<file path="config.mk">
export PLATFORM = sky130hd
export DESIGN_NAME = rp_analog_top
export DESIGN_NICKNAME = d
export VERILOG_FILES = /design/src/calib_pkg.sv /design/src/calib_cfg_if.sv /design/src/calib_regs.sv /design/src/linear_calib.sv /design/src/adc_bank.sv /design/src/dac_bank.sv /design/src/rp_analog_top.sv
export SDC_FILE = /design/constraint.sdc
export NUM_CORES = 2
export LEC_CHECK = 0
export BUFFER_PORTS_ARGS = -buffer_cell sky130_fd_sc_hd__buf_2
export CORE_AREA = 2 2 401 403
export CTS_BUF_LIST = sky130_fd_sc_hd__clkbuf_8 sky130_fd_sc_hd__clkbuf_16
export DETAILED_ROUTE_END_ITERATION = 8
export DIE_AREA = 0 0 403 405
export PLACE_DENSITY = 0.45
export SLEW_MARGIN = 5
export SYNTH_ARGS = -nofsm -noshare
export SYNTH_HDL_FRONTEND = slang
export SYNTH_SLANG_ARGS = --single-unit
</file>
<file path="constraint.sdc">
create_clock -name adc_clk -period 8.9 [get_ports adc_clk]
set_input_delay 1.78 -clock adc_clk [delete_from_list [all_inputs] [get_ports adc_clk]]
set_output_delay 1.78 -clock adc_clk [all_outputs]
set_load 0.1 [all_outputs]
</file>
<file path="src/calib_pkg.sv">
package calib_pkg;

  //////////////////////////////////////////////////////////////////////
  // sample and calibration types
  //////////////////////////////////////////////////////////////////////

  // converter sample, both directions
  typedef logic signed [14-1:0] sample_t;
  // gain in fixed point, GAIN_FRAC fractional bits
  typedef logic signed [16-1:0] gain_t;
  // offset added after gain, same scale as sample
  typedef logic signed [14-1:0] offset_t;

  // raw ADC pin word, two low bits reserved
  localparam int unsigned ADC_RAW_W = 16;
  localparam int unsigned GAIN_FRAC = 13;
  // gain reset value, 1.0
  localparam gain_t       GAIN_UNITY = 16'h2000;

  //////////////////////////////////////////////////////////////////////
  // AXI4-Lite and register map
  //////////////////////////////////////////////////////////////////////

  localparam int unsigned AXIL_AW = 8;
  localparam int unsigned AXIL_DW = 32;

  // read-only identification word
  localparam logic [AXIL_DW-1:0] CALIB_ID = 32'h5043_0001;

  localparam logic [AXIL_AW-1:0] REG_ID       = 8'h00;
  localparam logic [AXIL_AW-1:0] REG_LOOP     = 8'h04;
  localparam logic [AXIL_AW-1:0] REG_ADC_BASE = 8'h40;
  localparam logic [AXIL_AW-1:0] REG_DAC_BASE = 8'h80;
  // bytes between channels
  localparam int unsigned REG_CH_STRIDE = 8;
  // position inside one channel stride
  localparam int unsigned REG_MUL_OFS = 0;
  localparam int unsigned REG_SUM_OFS = 4;

endpackage: calib_pkg

</file>
<file path="src/calib_cfg_if.sv">
// calibration and loopback settings, one entry per channel
interface calib_cfg_if #(
  parameter int unsigned NCH = 2
);

  // ADC side gain and offset
  calib_pkg::gain_t   adc_mul [NCH];
  calib_pkg::offset_t adc_sum [NCH];
  // DAC side gain and offset
  calib_pkg::gain_t   dac_mul [NCH];
  calib_pkg::offset_t dac_sum [NCH];
  // digital loopback DAC -> ADC
  logic [NCH-1:0]     loop;

  // register block owns all settings
  modport regs (
    output adc_mul, adc_sum, dac_mul, dac_sum, loop
  );

  // channel banks only consume them
  modport chan (
    input  adc_mul, adc_sum, dac_mul, dac_sum, loop
  );

endinterface: calib_cfg_if

</file>
<file path="src/calib_regs.sv">
module calib_regs #(
  parameter int unsigned NCH = 2
)(
  input  logic                          adc_clk,
  input  logic                          top_rst,
  // write address
  input  logic [calib_pkg::AXIL_AW-1:0] s_axil_awaddr_i,
  input  logic                          s_axil_awvalid_i,
  output logic                          s_axil_awready_o,
  // write data
  input  logic [calib_pkg::AXIL_DW-1:0] s_axil_wdata_i,
  input  logic                          s_axil_wvalid_i,
  output logic                          s_axil_wready_o,
  // write response
  output logic [2-1:0]                  s_axil_bresp_o,
  output logic                          s_axil_bvalid_o,
  input  logic                          s_axil_bready_i,
  // read address
  input  logic [calib_pkg::AXIL_AW-1:0] s_axil_araddr_i,
  input  logic                          s_axil_arvalid_i,
  output logic                          s_axil_arready_o,
  // read data
  output logic [calib_pkg::AXIL_DW-1:0] s_axil_rdata_o,
  output logic [2-1:0]                  s_axil_rresp_o,
  output logic                          s_axil_rvalid_o,
  input  logic                          s_axil_rready_i,
  // settings toward channel banks
  calib_cfg_if.regs                     cfg
);

localparam int unsigned AW = calib_pkg::AXIL_AW;
localparam int unsigned DW = calib_pkg::AXIL_DW;

logic          wr_acc;
logic          rd_acc;
logic [DW-1:0] rd_val;

// byte address of one channel register
function automatic logic [AW-1:0] ch_addr(
  input logic [AW-1:0] base,
  input int unsigned   ch,
  input int unsigned   ofs
);
  return base + AW'(ch * calib_pkg::REG_CH_STRIDE + ofs);
endfunction

//////////////////////////////////////////////////////////////////////
// write channel
//////////////////////////////////////////////////////////////////////

// address and data taken together, only with no response pending
assign s_axil_awready_o = ~s_axil_bvalid_o;
assign s_axil_wready_o  = ~s_axil_bvalid_o;
assign wr_acc = s_axil_awvalid_i & s_axil_wvalid_i & ~s_axil_bvalid_o;

// always OKAY
assign s_axil_bresp_o = 2'b00;

always_ff @(posedge adc_clk, posedge top_rst) begin
  if (top_rst) begin
    s_axil_bvalid_o <= 1'b0;
  end else if (wr_acc) begin
    s_axil_bvalid_o <= 1'b1;
  end else if (s_axil_bready_i) begin
    s_axil_bvalid_o <= 1'b0;
  end
end

// settings update on the same edge that raises bvalid
always_ff @(posedge adc_clk, posedge top_rst) begin
  if (top_rst) begin
    cfg.loop    <= '0;
    cfg.adc_mul <= '{default: calib_pkg::GAIN_UNITY};
    cfg.adc_sum <= '{default: '0};
    cfg.dac_mul <= '{default: calib_pkg::GAIN_UNITY};
    cfg.dac_sum <= '{default: '0};
  end else if (wr_acc) begin
    if (s_axil_awaddr_i == calib_pkg::REG_LOOP) begin
      cfg.loop <= s_axil_wdata_i[NCH-1:0];
    end
    // unmapped offsets match nothing and are dropped
    for (int i = 0; i < NCH; i++) begin
      if (s_axil_awaddr_i == ch_addr(calib_pkg::REG_ADC_BASE, i, calib_pkg::REG_MUL_OFS))
        cfg.adc_mul[i] <= s_axil_wdata_i[$bits(calib_pkg::gain_t)-1:0];
      if (s_axil_awaddr_i == ch_addr(calib_pkg::REG_ADC_BASE, i, calib_pkg::REG_SUM_OFS))
        cfg.adc_sum[i] <= s_axil_wdata_i[$bits(calib_pkg::offset_t)-1:0];
      if (s_axil_awaddr_i == ch_addr(calib_pkg::REG_DAC_BASE, i, calib_pkg::REG_MUL_OFS))
        cfg.dac_mul[i] <= s_axil_wdata_i[$bits(calib_pkg::gain_t)-1:0];
      if (s_axil_awaddr_i == ch_addr(calib_pkg::REG_DAC_BASE, i, calib_pkg::REG_SUM_OFS))
        cfg.dac_sum[i] <= s_axil_wdata_i[$bits(calib_pkg::offset_t)-1:0];
    end
  end
end

//////////////////////////////////////////////////////////////////////
// read channel
//////////////////////////////////////////////////////////////////////

assign s_axil_arready_o = ~s_axil_rvalid_o;
assign rd_acc = s_axil_arvalid_i & ~s_axil_rvalid_o;
assign s_axil_rresp_o = 2'b00;

// read decode, gains and offsets come back sign extended
always_comb begin
  rd_val = '0;
  if (s_axil_araddr_i == calib_pkg::REG_ID)   rd_val = calib_pkg::CALIB_ID;
  if (s_axil_araddr_i == calib_pkg::REG_LOOP) rd_val = DW'(cfg.loop);
  for (int i = 0; i < NCH; i++) begin
    if (s_axil_araddr_i == ch_addr(calib_pkg::REG_ADC_BASE, i, calib_pkg::REG_MUL_OFS))
      rd_val = DW'(cfg.adc_mul[i]);
    if (s_axil_araddr_i == ch_addr(calib_pkg::REG_ADC_BASE, i, calib_pkg::REG_SUM_OFS))
      rd_val = DW'(cfg.adc_sum[i]);
    if (s_axil_araddr_i == ch_addr(calib_pkg::REG_DAC_BASE, i, calib_pkg::REG_MUL_OFS))
      rd_val = DW'(cfg.dac_mul[i]);
    if (s_axil_araddr_i == ch_addr(calib_pkg::REG_DAC_BASE, i, calib_pkg::REG_SUM_OFS))
      rd_val = DW'(cfg.dac_sum[i]);
  end
end

always_ff @(posedge adc_clk, posedge top_rst) begin
  if (top_rst) begin
    s_axil_rvalid_o <= 1'b0;
  end else if (rd_acc) begin
    s_axil_rvalid_o <= 1'b1;
  end else if (s_axil_rready_i) begin
    s_axil_rvalid_o <= 1'b0;
  end
end

// read data loads only on acceptance, held while rvalid
always_ff @(posedge adc_clk) begin
  if (rd_acc) begin
    s_axil_rdata_o <= rd_val;
  end
end

// responses wait for the master
ast_bvalid_hold: assert property (@(posedge adc_clk) disable iff (top_rst)
  s_axil_bvalid_o && !s_axil_bready_i |=> s_axil_bvalid_o);

ast_rvalid_hold: assert property (@(posedge adc_clk) disable iff (top_rst)
  s_axil_rvalid_o && !s_axil_rready_i |=> s_axil_rvalid_o && $stable(s_axil_rdata_o));

endmodule: calib_regs

</file>
<file path="src/linear_calib.sv">
module linear_calib (
  input  logic               adc_clk,
  input  logic               top_rst,
  // input sample
  input  calib_pkg::sample_t dat_i,
  input  logic               vld_i,
  // gain and offset
  input  calib_pkg::gain_t   mul_i,
  input  calib_pkg::offset_t sum_i,
  // calibrated sample
  output calib_pkg::sample_t dat_o,
  output logic               vld_o
);

localparam int unsigned DW = $bits(calib_pkg::sample_t);
// full product width
localparam int unsigned PW = DW + $bits(calib_pkg::gain_t);
// shifted product plus offset, one guard bit
localparam int unsigned SW = PW - calib_pkg::GAIN_FRAC + 1;

// saturation limits at accumulator width
localparam logic signed [SW-1:0] SAT_MAX = {{(SW-DW+1){1'b0}}, {(DW-1){1'b1}}};
localparam logic signed [SW-1:0] SAT_MIN = {{(SW-DW+1){1'b1}}, {(DW-1){1'b0}}};

logic signed [PW-1:0] prod_q;
calib_pkg::offset_t   sum_q;
logic                 vld_q;
logic signed [SW-1:0] acc;

//////////////////////////////////////////////////////////////////////
// stage one, multiply
//////////////////////////////////////////////////////////////////////

always_ff @(posedge adc_clk) begin
  prod_q <= dat_i * mul_i;
  sum_q  <= sum_i;
end

//////////////////////////////////////////////////////////////////////
// stage two, shift, add offset, saturate
//////////////////////////////////////////////////////////////////////

// arithmetic shift drops the fraction
assign acc = SW'(prod_q >>> calib_pkg::GAIN_FRAC) + SW'(sum_q);

always_ff @(posedge adc_clk) begin
  if (acc > SAT_MAX) begin
    dat_o <= SAT_MAX[DW-1:0];
  end else if (acc < SAT_MIN) begin
    dat_o <= SAT_MIN[DW-1:0];
  end else begin
    dat_o <= acc[DW-1:0];
  end
end

// valid travels alongside data
always_ff @(posedge adc_clk, posedge top_rst) begin
  if (top_rst) begin
    vld_q <= 1'b0;
    vld_o <= 1'b0;
  end else begin
    vld_q <= vld_i;
    vld_o <= vld_q;
  end
end

// exactly two cycles, no bubbles and no drops
ast_vld_lat: assert property (@(posedge adc_clk) disable iff (top_rst)
  1'b1 |-> ##2 (vld_o == $past(vld_i, 2)));

endmodule: linear_calib

</file>
<file path="src/adc_bank.sv">
module adc_bank #(
  parameter int unsigned NCH = 2
)(
  input  logic                                       adc_clk,
  input  logic                                       top_rst,
  // raw converter pins
  input  logic [NCH-1:0][calib_pkg::ADC_RAW_W-1:0]   adc_dat_i,
  // calibrated DAC samples for loopback
  input  calib_pkg::sample_t [NCH-1:0]               lpb_dat_i,
  input  logic [NCH-1:0]                             lpb_vld_i,
  // settings
  calib_cfg_if.chan                                  cfg,
  // toward instruments
  output calib_pkg::sample_t [NCH-1:0]               osc_dat_o,
  output logic [NCH-1:0]                             osc_vld_o
);

localparam int unsigned RW = calib_pkg::ADC_RAW_W;

// pins carry a new word every cycle once out of reset
logic cap_vld;

always_ff @(posedge adc_clk, posedge top_rst) begin
  if (top_rst) begin
    cap_vld <= 1'b0;
  end else begin
    cap_vld <= 1'b1;
  end
end

//////////////////////////////////////////////////////////////////////
// per channel capture, loopback, calibration
//////////////////////////////////////////////////////////////////////

for (genvar i = 0; i < NCH; i++) begin: g_ch

  calib_pkg::sample_t cap_dat;
  calib_pkg::sample_t mux_dat;
  logic               mux_vld;

  // capture register at the pins
  // offset binary, negative slope -> signed, low two bits unused
  always_ff @(posedge adc_clk) begin
    cap_dat <= {adc_dat_i[i][RW-1], ~adc_dat_i[i][RW-2:2]};
  end

  // loopback bypasses the capture stage
  assign mux_dat = cfg.loop[i] ? lpb_dat_i[i] : cap_dat;
  assign mux_vld = cfg.loop[i] ? lpb_vld_i[i] : cap_vld;

  linear_calib linear_adc (
    .adc_clk (adc_clk),
    .top_rst (top_rst),
    .dat_i   (mux_dat),
    .vld_i   (mux_vld),
    .mul_i   (cfg.adc_mul[i]),
    .sum_i   (cfg.adc_sum[i]),
    .dat_o   (osc_dat_o[i]),
    .vld_o   (osc_vld_o[i])
  );

  // data behind a valid flag is always resolved
  ast_osc_known: assert property (@(posedge adc_clk) disable iff (top_rst)
    osc_vld_o[i] |-> !$isunknown(osc_dat_o[i]));

end: g_ch

endmodule: adc_bank

</file>
<file path="src/dac_bank.sv">
module dac_bank #(
  parameter int unsigned NCH = 2
)(
  input  logic                         adc_clk,
  input  logic                         top_rst,
  // generator samples
  input  calib_pkg::sample_t [NCH-1:0] gen_dat_i,
  input  logic [NCH-1:0]               gen_vld_i,
  // settings
  calib_cfg_if.chan                    cfg,
  // calibrated samples, also fed back to the ADC side
  output calib_pkg::sample_t [NCH-1:0] lpb_dat_o,
  output logic [NCH-1:0]               lpb_vld_o,
  // DAC pin code
  output logic [NCH-1:0][14-1:0]       dac_dat_o
);

localparam int unsigned DW = $bits(calib_pkg::sample_t);

//////////////////////////////////////////////////////////////////////
// per channel calibration and output register
//////////////////////////////////////////////////////////////////////

for (genvar i = 0; i < NCH; i++) begin: g_ch

  linear_calib linear_dac (
    .adc_clk (adc_clk),
    .top_rst (top_rst),
    .dat_i   (gen_dat_i[i]),
    .vld_i   (gen_vld_i[i]),
    .mul_i   (cfg.dac_mul[i]),
    .sum_i   (cfg.dac_sum[i]),
    .dat_o   (lpb_dat_o[i]),
    .vld_o   (lpb_vld_o[i])
  );

  // signed -> offset binary with negative slope
  // holds last code while no valid sample arrives
  always_ff @(posedge adc_clk, posedge top_rst) begin
    if (top_rst) begin
      dac_dat_o[i] <= '0;
    end else if (lpb_vld_o[i]) begin
      dac_dat_o[i] <= {lpb_dat_o[i][DW-1], ~lpb_dat_o[i][DW-2:0]};
    end
  end

end: g_ch

endmodule: dac_bank

</file>
<file path="src/rp_analog_top.sv">
module rp_analog_top #(
  parameter int unsigned NCH = 2
)(
  input  logic                                     adc_clk,
  input  logic                                     top_rst,
  // AXI4-Lite register access
  input  logic [calib_pkg::AXIL_AW-1:0]            s_axil_awaddr_i,
  input  logic                                     s_axil_awvalid_i,
  output logic                                     s_axil_awready_o,
  input  logic [calib_pkg::AXIL_DW-1:0]            s_axil_wdata_i,
  input  logic                                     s_axil_wvalid_i,
  output logic                                     s_axil_wready_o,
  output logic [2-1:0]                             s_axil_bresp_o,
  output logic                                     s_axil_bvalid_o,
  input  logic                                     s_axil_bready_i,
  input  logic [calib_pkg::AXIL_AW-1:0]            s_axil_araddr_i,
  input  logic                                     s_axil_arvalid_i,
  output logic                                     s_axil_arready_o,
  output logic [calib_pkg::AXIL_DW-1:0]            s_axil_rdata_o,
  output logic [2-1:0]                             s_axil_rresp_o,
  output logic                                     s_axil_rvalid_o,
  input  logic                                     s_axil_rready_i,
  // ADC pins
  input  logic [NCH-1:0][calib_pkg::ADC_RAW_W-1:0] adc_dat_i,
  // generator samples in place of the signal generators
  input  calib_pkg::sample_t [NCH-1:0]             gen_dat_i,
  input  logic [NCH-1:0]                           gen_vld_i,
  // toward instruments
  output calib_pkg::sample_t [NCH-1:0]             osc_dat_o,
  output logic [NCH-1:0]                           osc_vld_o,
  // DAC pins
  output logic [NCH-1:0][14-1:0]                   dac_dat_o
);

// digital loopback DAC -> ADC
calib_pkg::sample_t [NCH-1:0] lpb_dat;
logic [NCH-1:0]               lpb_vld;

calib_cfg_if #(.NCH (NCH)) cfg ();

//////////////////////////////////////////////////////////////////////
// register block
//////////////////////////////////////////////////////////////////////

calib_regs #(.NCH (NCH)) calib_regs (
  .adc_clk          (adc_clk),
  .top_rst          (top_rst),
  .s_axil_awaddr_i  (s_axil_awaddr_i),
  .s_axil_awvalid_i (s_axil_awvalid_i),
  .s_axil_awready_o (s_axil_awready_o),
  .s_axil_wdata_i   (s_axil_wdata_i),
  .s_axil_wvalid_i  (s_axil_wvalid_i),
  .s_axil_wready_o  (s_axil_wready_o),
  .s_axil_bresp_o   (s_axil_bresp_o),
  .s_axil_bvalid_o  (s_axil_bvalid_o),
  .s_axil_bready_i  (s_axil_bready_i),
  .s_axil_araddr_i  (s_axil_araddr_i),
  .s_axil_arvalid_i (s_axil_arvalid_i),
  .s_axil_arready_o (s_axil_arready_o),
  .s_axil_rdata_o   (s_axil_rdata_o),
  .s_axil_rresp_o   (s_axil_rresp_o),
  .s_axil_rvalid_o  (s_axil_rvalid_o),
  .s_axil_rready_i  (s_axil_rready_i),
  .cfg              (cfg.regs)
);

//////////////////////////////////////////////////////////////////////
// channel banks
//////////////////////////////////////////////////////////////////////

adc_bank #(.NCH (NCH)) adc_bank (
  .adc_clk   (adc_clk),
  .top_rst   (top_rst),
  .adc_dat_i (adc_dat_i),
  .lpb_dat_i (lpb_dat),
  .lpb_vld_i (lpb_vld),
  .cfg       (cfg.chan),
  .osc_dat_o (osc_dat_o),
  .osc_vld_o (osc_vld_o)
);

dac_bank #(.NCH (NCH)) dac_bank (
  .adc_clk   (adc_clk),
  .top_rst   (top_rst),
  .gen_dat_i (gen_dat_i),
  .gen_vld_i (gen_vld_i),
  .cfg       (cfg.chan),
  .lpb_dat_o (lpb_dat),
  .lpb_vld_o (lpb_vld),
  .dac_dat_o (dac_dat_o)
);

endmodule: rp_analog_top

</file>
# ---- Word-level counts from Yosys, hierarchy flattened
# Cells that the tools add are included.
dict set report totals {
  out_inout_bits 99
  wordCells 114
  ff_bits 453
}
dict set report classes {
  n_mux 22
  n_eq_ne 18
  order_cmp 8
  multipliers 4
  reduce_logical 12
  addsub 4
  n_bitwise 9
}
# op count
set op_table {}
lappend op_table {{$mux 32} 8}
lappend op_table {{$mul 14x16->30} 4}
lappend op_table {{$mux 14} 6}
lappend op_table {{$add 17x14->18} 4}
lappend op_table {{$gt 18x14->1 const B} 4}
lappend op_table {{$lt 18x14->1 const B} 4}
lappend op_table {{$eq 8x7->1 const B} 8}
lappend op_table {{$eq 8x8->1 const B} 8}
lappend op_table {{$mux 31} 2}
lappend op_table {{$not 13->13} 4}
lappend op_table {{$reduce_and 2->1} 9}
lappend op_table {{$eq 8x3->1 const B} 2}
lappend op_table {{$logic_not 8->1} 1}
lappend op_table {{$mux 1} 6}
lappend op_table {{$reduce_bool 2->1} 2}
lappend op_table {{$and 1x1->1} 3}
lappend op_table {{$not 1->1} 2}

# ---- Depth between registers and ports, before layout
dict set report depth {
  ltp_word 11
  ltp_mapped 27
  depth_no_buf 24
}

# ---- By module
# Synthesis repeated with hierarchy kept, for this count alone.
dict set report unflattened {
  cells_unflattened 4962
  hier_area_um2 49337.3
}
# module cells_each instances area_each_um2
set modules_own_cells {}
lappend modules_own_cells {{linear_calib (dac_bank.g_ch[0].linear_dac)} 1080 1 10239.8}
lappend modules_own_cells {{linear_calib (adc_bank.g_ch[0].linear_adc)} 1076 1 10040.9}
lappend modules_own_cells {{linear_calib (adc_bank.g_ch[1].linear_adc)} 1070 1 10014.6}
lappend modules_own_cells {{linear_calib (dac_bank.g_ch[1].linear_dac)} 1026 1 9854.5}
lappend modules_own_cells {calib_regs 531 1 6946.7}
lappend modules_own_cells {adc_bank 91 1 1166.1}
lappend modules_own_cells {dac_bank 88 1 1074.8}

# ---- Least setup slack after synthesis
# No wires, ideal clock.
dict set report synth_timing {
  kind {input to register}
  startpoint {in gen_dat_i[14] in the netlist's numbering}
  endpoint {reg dac_bank.g_ch[1].linear_dac.prod_q[29]}
  setup_slack_ns 1.525
  setup_ns 0.132
  t_arrival_ns 7.244
  path_buffers 1
  t_required_ns 8.768
  cell_stages 21
  path_cell_list {clkbuf_1 > and2_1 > fa_1 > inv_1 > fa_1 > inv_1 > fa_1 > inv_1 > fa_1 > fa_1 > fa_1 > inv_1 > ha_1 > a211oi_1 > nor2_1 > nor4_1 > a21oi_1 > nor4b_1 > o211ai_1 > a2111oi_0 > nor3b_1}
}
dict set report synth_via {
  elab_chain_len 1
}
# item line_no
set synth_lines {}
lappend synth_lines {{start: declaration} rp_analog_top.sv:26} ;# input calib_pkg::sample_t [NCH-1:0] gen_dat_i,
lappend synth_lines {{$mul 14x16->30} linear_calib.sv:35} ;# prod_q <= dat_i * mul_i;
lappend synth_lines {{end signal: assignment} linear_calib.sv:35}
lappend synth_lines {{end: declaration} linear_calib.sv:25} ;# logic signed [PW-1:0] prod_q;
# No other way between the ends.
# A chain may end at the register's enable or synchronous reset.

# ---- Worst setup path in the final report
dict set report layout_timing {
  startpoint {reg calib_regs.cfg.loop[0]}
  endpoint {reg adc_bank.g_ch[0].linear_adc.prod_q[29]}
}
dict set report layout_via {
  elab_chain_len 2
}
# item line_no
set layout_lines {}
lappend layout_lines {{start: declaration} calib_cfg_if.sv:17} ;# output adc_mul, adc_sum, dac_mul, dac_sum, loop
lappend layout_lines {{start signal: assignment} calib_regs.sv:79} ;# cfg.loop <= s_axil_wdata_i[NCH-1:0];
lappend layout_lines {{$mux 14} adc_bank.sv:48} ;# assign mux_dat = cfg.loop[i] ? lpb_dat_i[i] : cap_dat;
lappend layout_lines {{$mul 14x16->30} linear_calib.sv:35}
lappend layout_lines {{end signal: assignment} linear_calib.sv:35}
lappend layout_lines {{end: declaration} linear_calib.sv:25}
# No other way between the ends.

==> flow_summary.ini <==
[clocking]
cts_root_buffer = clkbuf_16
cts_hold_buf = 0
cts_tree = done
clk_latency_ns = 0.63
cts-htree-levels = 2
cts_buffers = 47
cts_setup_buffers = 0
clk_pin_slew_ns = 0.06
cts.path.max_buffers = 3
cts_sinks = 386
cts_resized = 0

[logic_synthesis]
synthArstFlopShare_pct = 41.7
synth.distinct_cells = 82
syn_area_sq_mm = 0.0475
synth_compound_area_share_pct = 6.18
yosysTopAreaCell = fa_1
synth_area_leaders = fa_1, ha_1, dfxtp_1
yosys.area_share.simple_pct = 12.8
synth_flop_cell = dfxtp_1
synth_top_family_by_area = adder cells
synth_fa_ha_area_share_pct = 45.9
synth.mux.area_fraction_pct = 4.33
yosys_warnings = 0
synthCells = 4793
synth_edf_count = 17
syn_avg_cell_area_sq_um = 9.90
ys_seq_area_share_pct = 18.3
synthXorXnorAreaFrac_pct = 2.80
ys_ff_latch = 386
synth.top_cell.area_share_pct = 36.9

[placement]
place_ws_ns = 0.887
dp_hpwl_mm = 109
gp_congestion = 0.849
dp_cells = 6943
port_buffers = 191

[cells_and_area]
syn_to_final_growth_pct = 10.1
mostFrequentLayoutCells = inv_1, fa_1, nand2_1
final_layout_size_suffix_gt1_share_pct = 10.1
mostFrequentLayoutCell = inv_1
num-nets-final = 6239
final_cells = 7036

[timing]
slew_headroom_pct = 29.1
layout_min_cycle_time_ns = 7.53
report.final.slew_viol_count = 0
fin_crit_sh_pct = 84.6
fin_setup_tns_ns = 0
hold_violations = 0
rsz0062_at_grt = false
worstMarginPinSlew_ns = 1.06
worst_slack_ns = 1.37
whs_ns = 0.346
clock_skew_ns = 0.0291
fmax_mhz = 133
setup_violations = 0

[floorplan]
die_h_microns = 405
coreArea_sq_mm = 0.159
num_rows = 147
die_area_sq_mm = 0.163
start_util_pct = 29.8
pin_count = 216
die_w_microns = 403

[detailed_routing]
drt_iter0_drc = 1427
route.vias.total = 32100
routed_via_density = 4.56
post_drt_wl_per_cell_microns = 19.1
drc_errors = 0
first_pass_iters = 5
detail-route-antenna-nets = 0
wl_mm = 135

[power]
irDropWorstVdd_uv = 285
finalPower_mw = 11.2
cellPowerDensity_mw_per_mm2 = 213
p_leak_nw = 26.0

[global_routing]
gr-total-overflow = 0
grt_max_degree = 61
antenna_found_initial = 13
grt_first_pass_wirelength_mm = 211
first_global_vias = 35000
grtUsageTotal_pct = 16.9

[critical_path]
critPathCaptureType = register
crit_type = reg2reg
arrival_ns = 8.06
cp_max_fo = 16
startpoint_type = register
crit_required_ns = 9.43

[run_status]
status = finished clean

[worst_hold_path]
hold_class = reg2reg

[flow_run]
cap_viol_max_count = 0
## stage by stage
stage	utilization (%)	instance area [sq um]
global placement	31.8	50700
CTS	32.8	52300
detailed placement	31.8	50700
finish	32.8	52300
global route	32.8	52300
floorplan	-	47500
## registers in the layout (all words and copies together), names as in the netlist, 28 cells and up
register                         count
adc_bank.g_ch.linear_adc.prod_q     34
dac_bank.g_ch.linear_dac.prod_q     34
calib_regs.cfg.adc_mul              32
calib_regs.cfg.dac_mul              32
adc_bank.g_ch.cap_dat               28
adc_bank.g_ch.linear_adc.dat_o      28
adc_bank.g_ch.linear_adc.sum_q      28
calib_regs.cfg.adc_sum              28
calib_regs.cfg.dac_sum              28
dac_bank.dac_dat_o                  28
dac_bank.g_ch.linear_dac.dat_o      28
dac_bank.g_ch.linear_dac.sum_q      28
## path summary, 6_finish.rpt
check	startpoint	endpoint	slack, ns	cells past startpoint
min reg2reg	adc_bank.g_ch[1].linear_adc.vld_q$_DFF_PP0_	adc_bank.g_ch[1].linear_adc.vld_o$_DFF_PP0_	0.35	0
max	calib_regs.cfg.loop[0]$_DFFE_PP0P_	adc_bank.g_ch[0].linear_adc.prod_q[29]$_DFF_P_	1.37	25
max in group asynchronous	top_rst	dac_bank.dac_dat_o[27]$_DFFE_PP0P_	6.44	3
max reg2reg	calib_regs.cfg.loop[0]$_DFFE_PP0P_	adc_bank.g_ch[0].linear_adc.prod_q[29]$_DFF_P_	1.37	25
min	adc_bank.g_ch[1].linear_adc.vld_q$_DFF_PP0_	adc_bank.g_ch[1].linear_adc.vld_o$_DFF_PP0_	0.35	0
min in group asynchronous	top_rst	calib_regs.s_axil_rvalid_o$_DFFE_PP0P_	1.14	2
## logic make-up after synthesis
kind of cell / count (synthesis)
fa+ha+maj: 1216
other cells: 2
xor+xnor: 152
simple gates: 1208
buf+inv: 1190
flops: 386
mux: 188
compound gates: 451
## per-layer routing
| layer | global-route usage, % | vias up | routed length [microns] |
|---|---|---|---|
| li1 | - | 14900 | - |
| met1 | 24.0 | 16400 | 63800 |
| met2 | 27.4 | 628 | 61500 |
| met3 | 2.69 | 112 | 7050 |
| met4 | 3.27 | 8 | 2270 |
| met5 | 0 | - | 57 |
## worst max-delay path, cell delays in order (launching register included)
cell and delay, ns:
dfrtp_1 1.03, buf_4 0.24, mux2i_1 0.18, buf_4 0.27
nor2b_1 0.10, fa_1 0.50, inv_1 0.05, fa_1 0.48
inv_1 0.05, fa_1 0.49, inv_1 0.05, fa_1 0.54
inv_1 0.05, fa_1 0.48, inv_1 0.05, fa_1 0.49
inv_1 0.06, ha_1 0.28, o21ai_0 0.08, o21bai_1 0.14
o211ai_1 0.52, o211ai_2 0.19, a31oi_2 0.35, o21ai_0 0.19
o41ai_1 0.33, xnor2_1 0.21
## synth_stat cells (20+ instances only)
cell and instances:
and2_1 268, dfrtp_1 157, nand2_1 439, mux2_2 137, nor3_1 27, xnor2_1 107, fa_1 876, clkbuf_1 146
xor2_1 45, a211oi_1 20, nand3_1 34, ha_1 340, nor2b_1 167, a21o_1 37, a21oi_1 140, o21ai_0 85
o21a_1 25, nor2_1 154, inv_1 1006, nand2b_1 49, mux2i_1 51, dfxtp_1 208, buf_4 26
## layout make-up
type,count,area [sq um]
timing repair buffer,245,1360
antenna,5,12.5
sequential,386,8710
fill,16600,107000
clock inverter,38,369
tap,2086,2610
clock buffer,50,1230
inverter,1006,3780
multi-input combinational,3220,34200
## report_power, final
group	leakage, nW	internal (mW)	switching, mW
Combinational	21.1	2.56	4.17
Sequential	4.02	2.19	0.227
Clock	0.844	1.16	0.849
Total	26.0	5.90	5.25
Power figures use the tool's default switching activity.
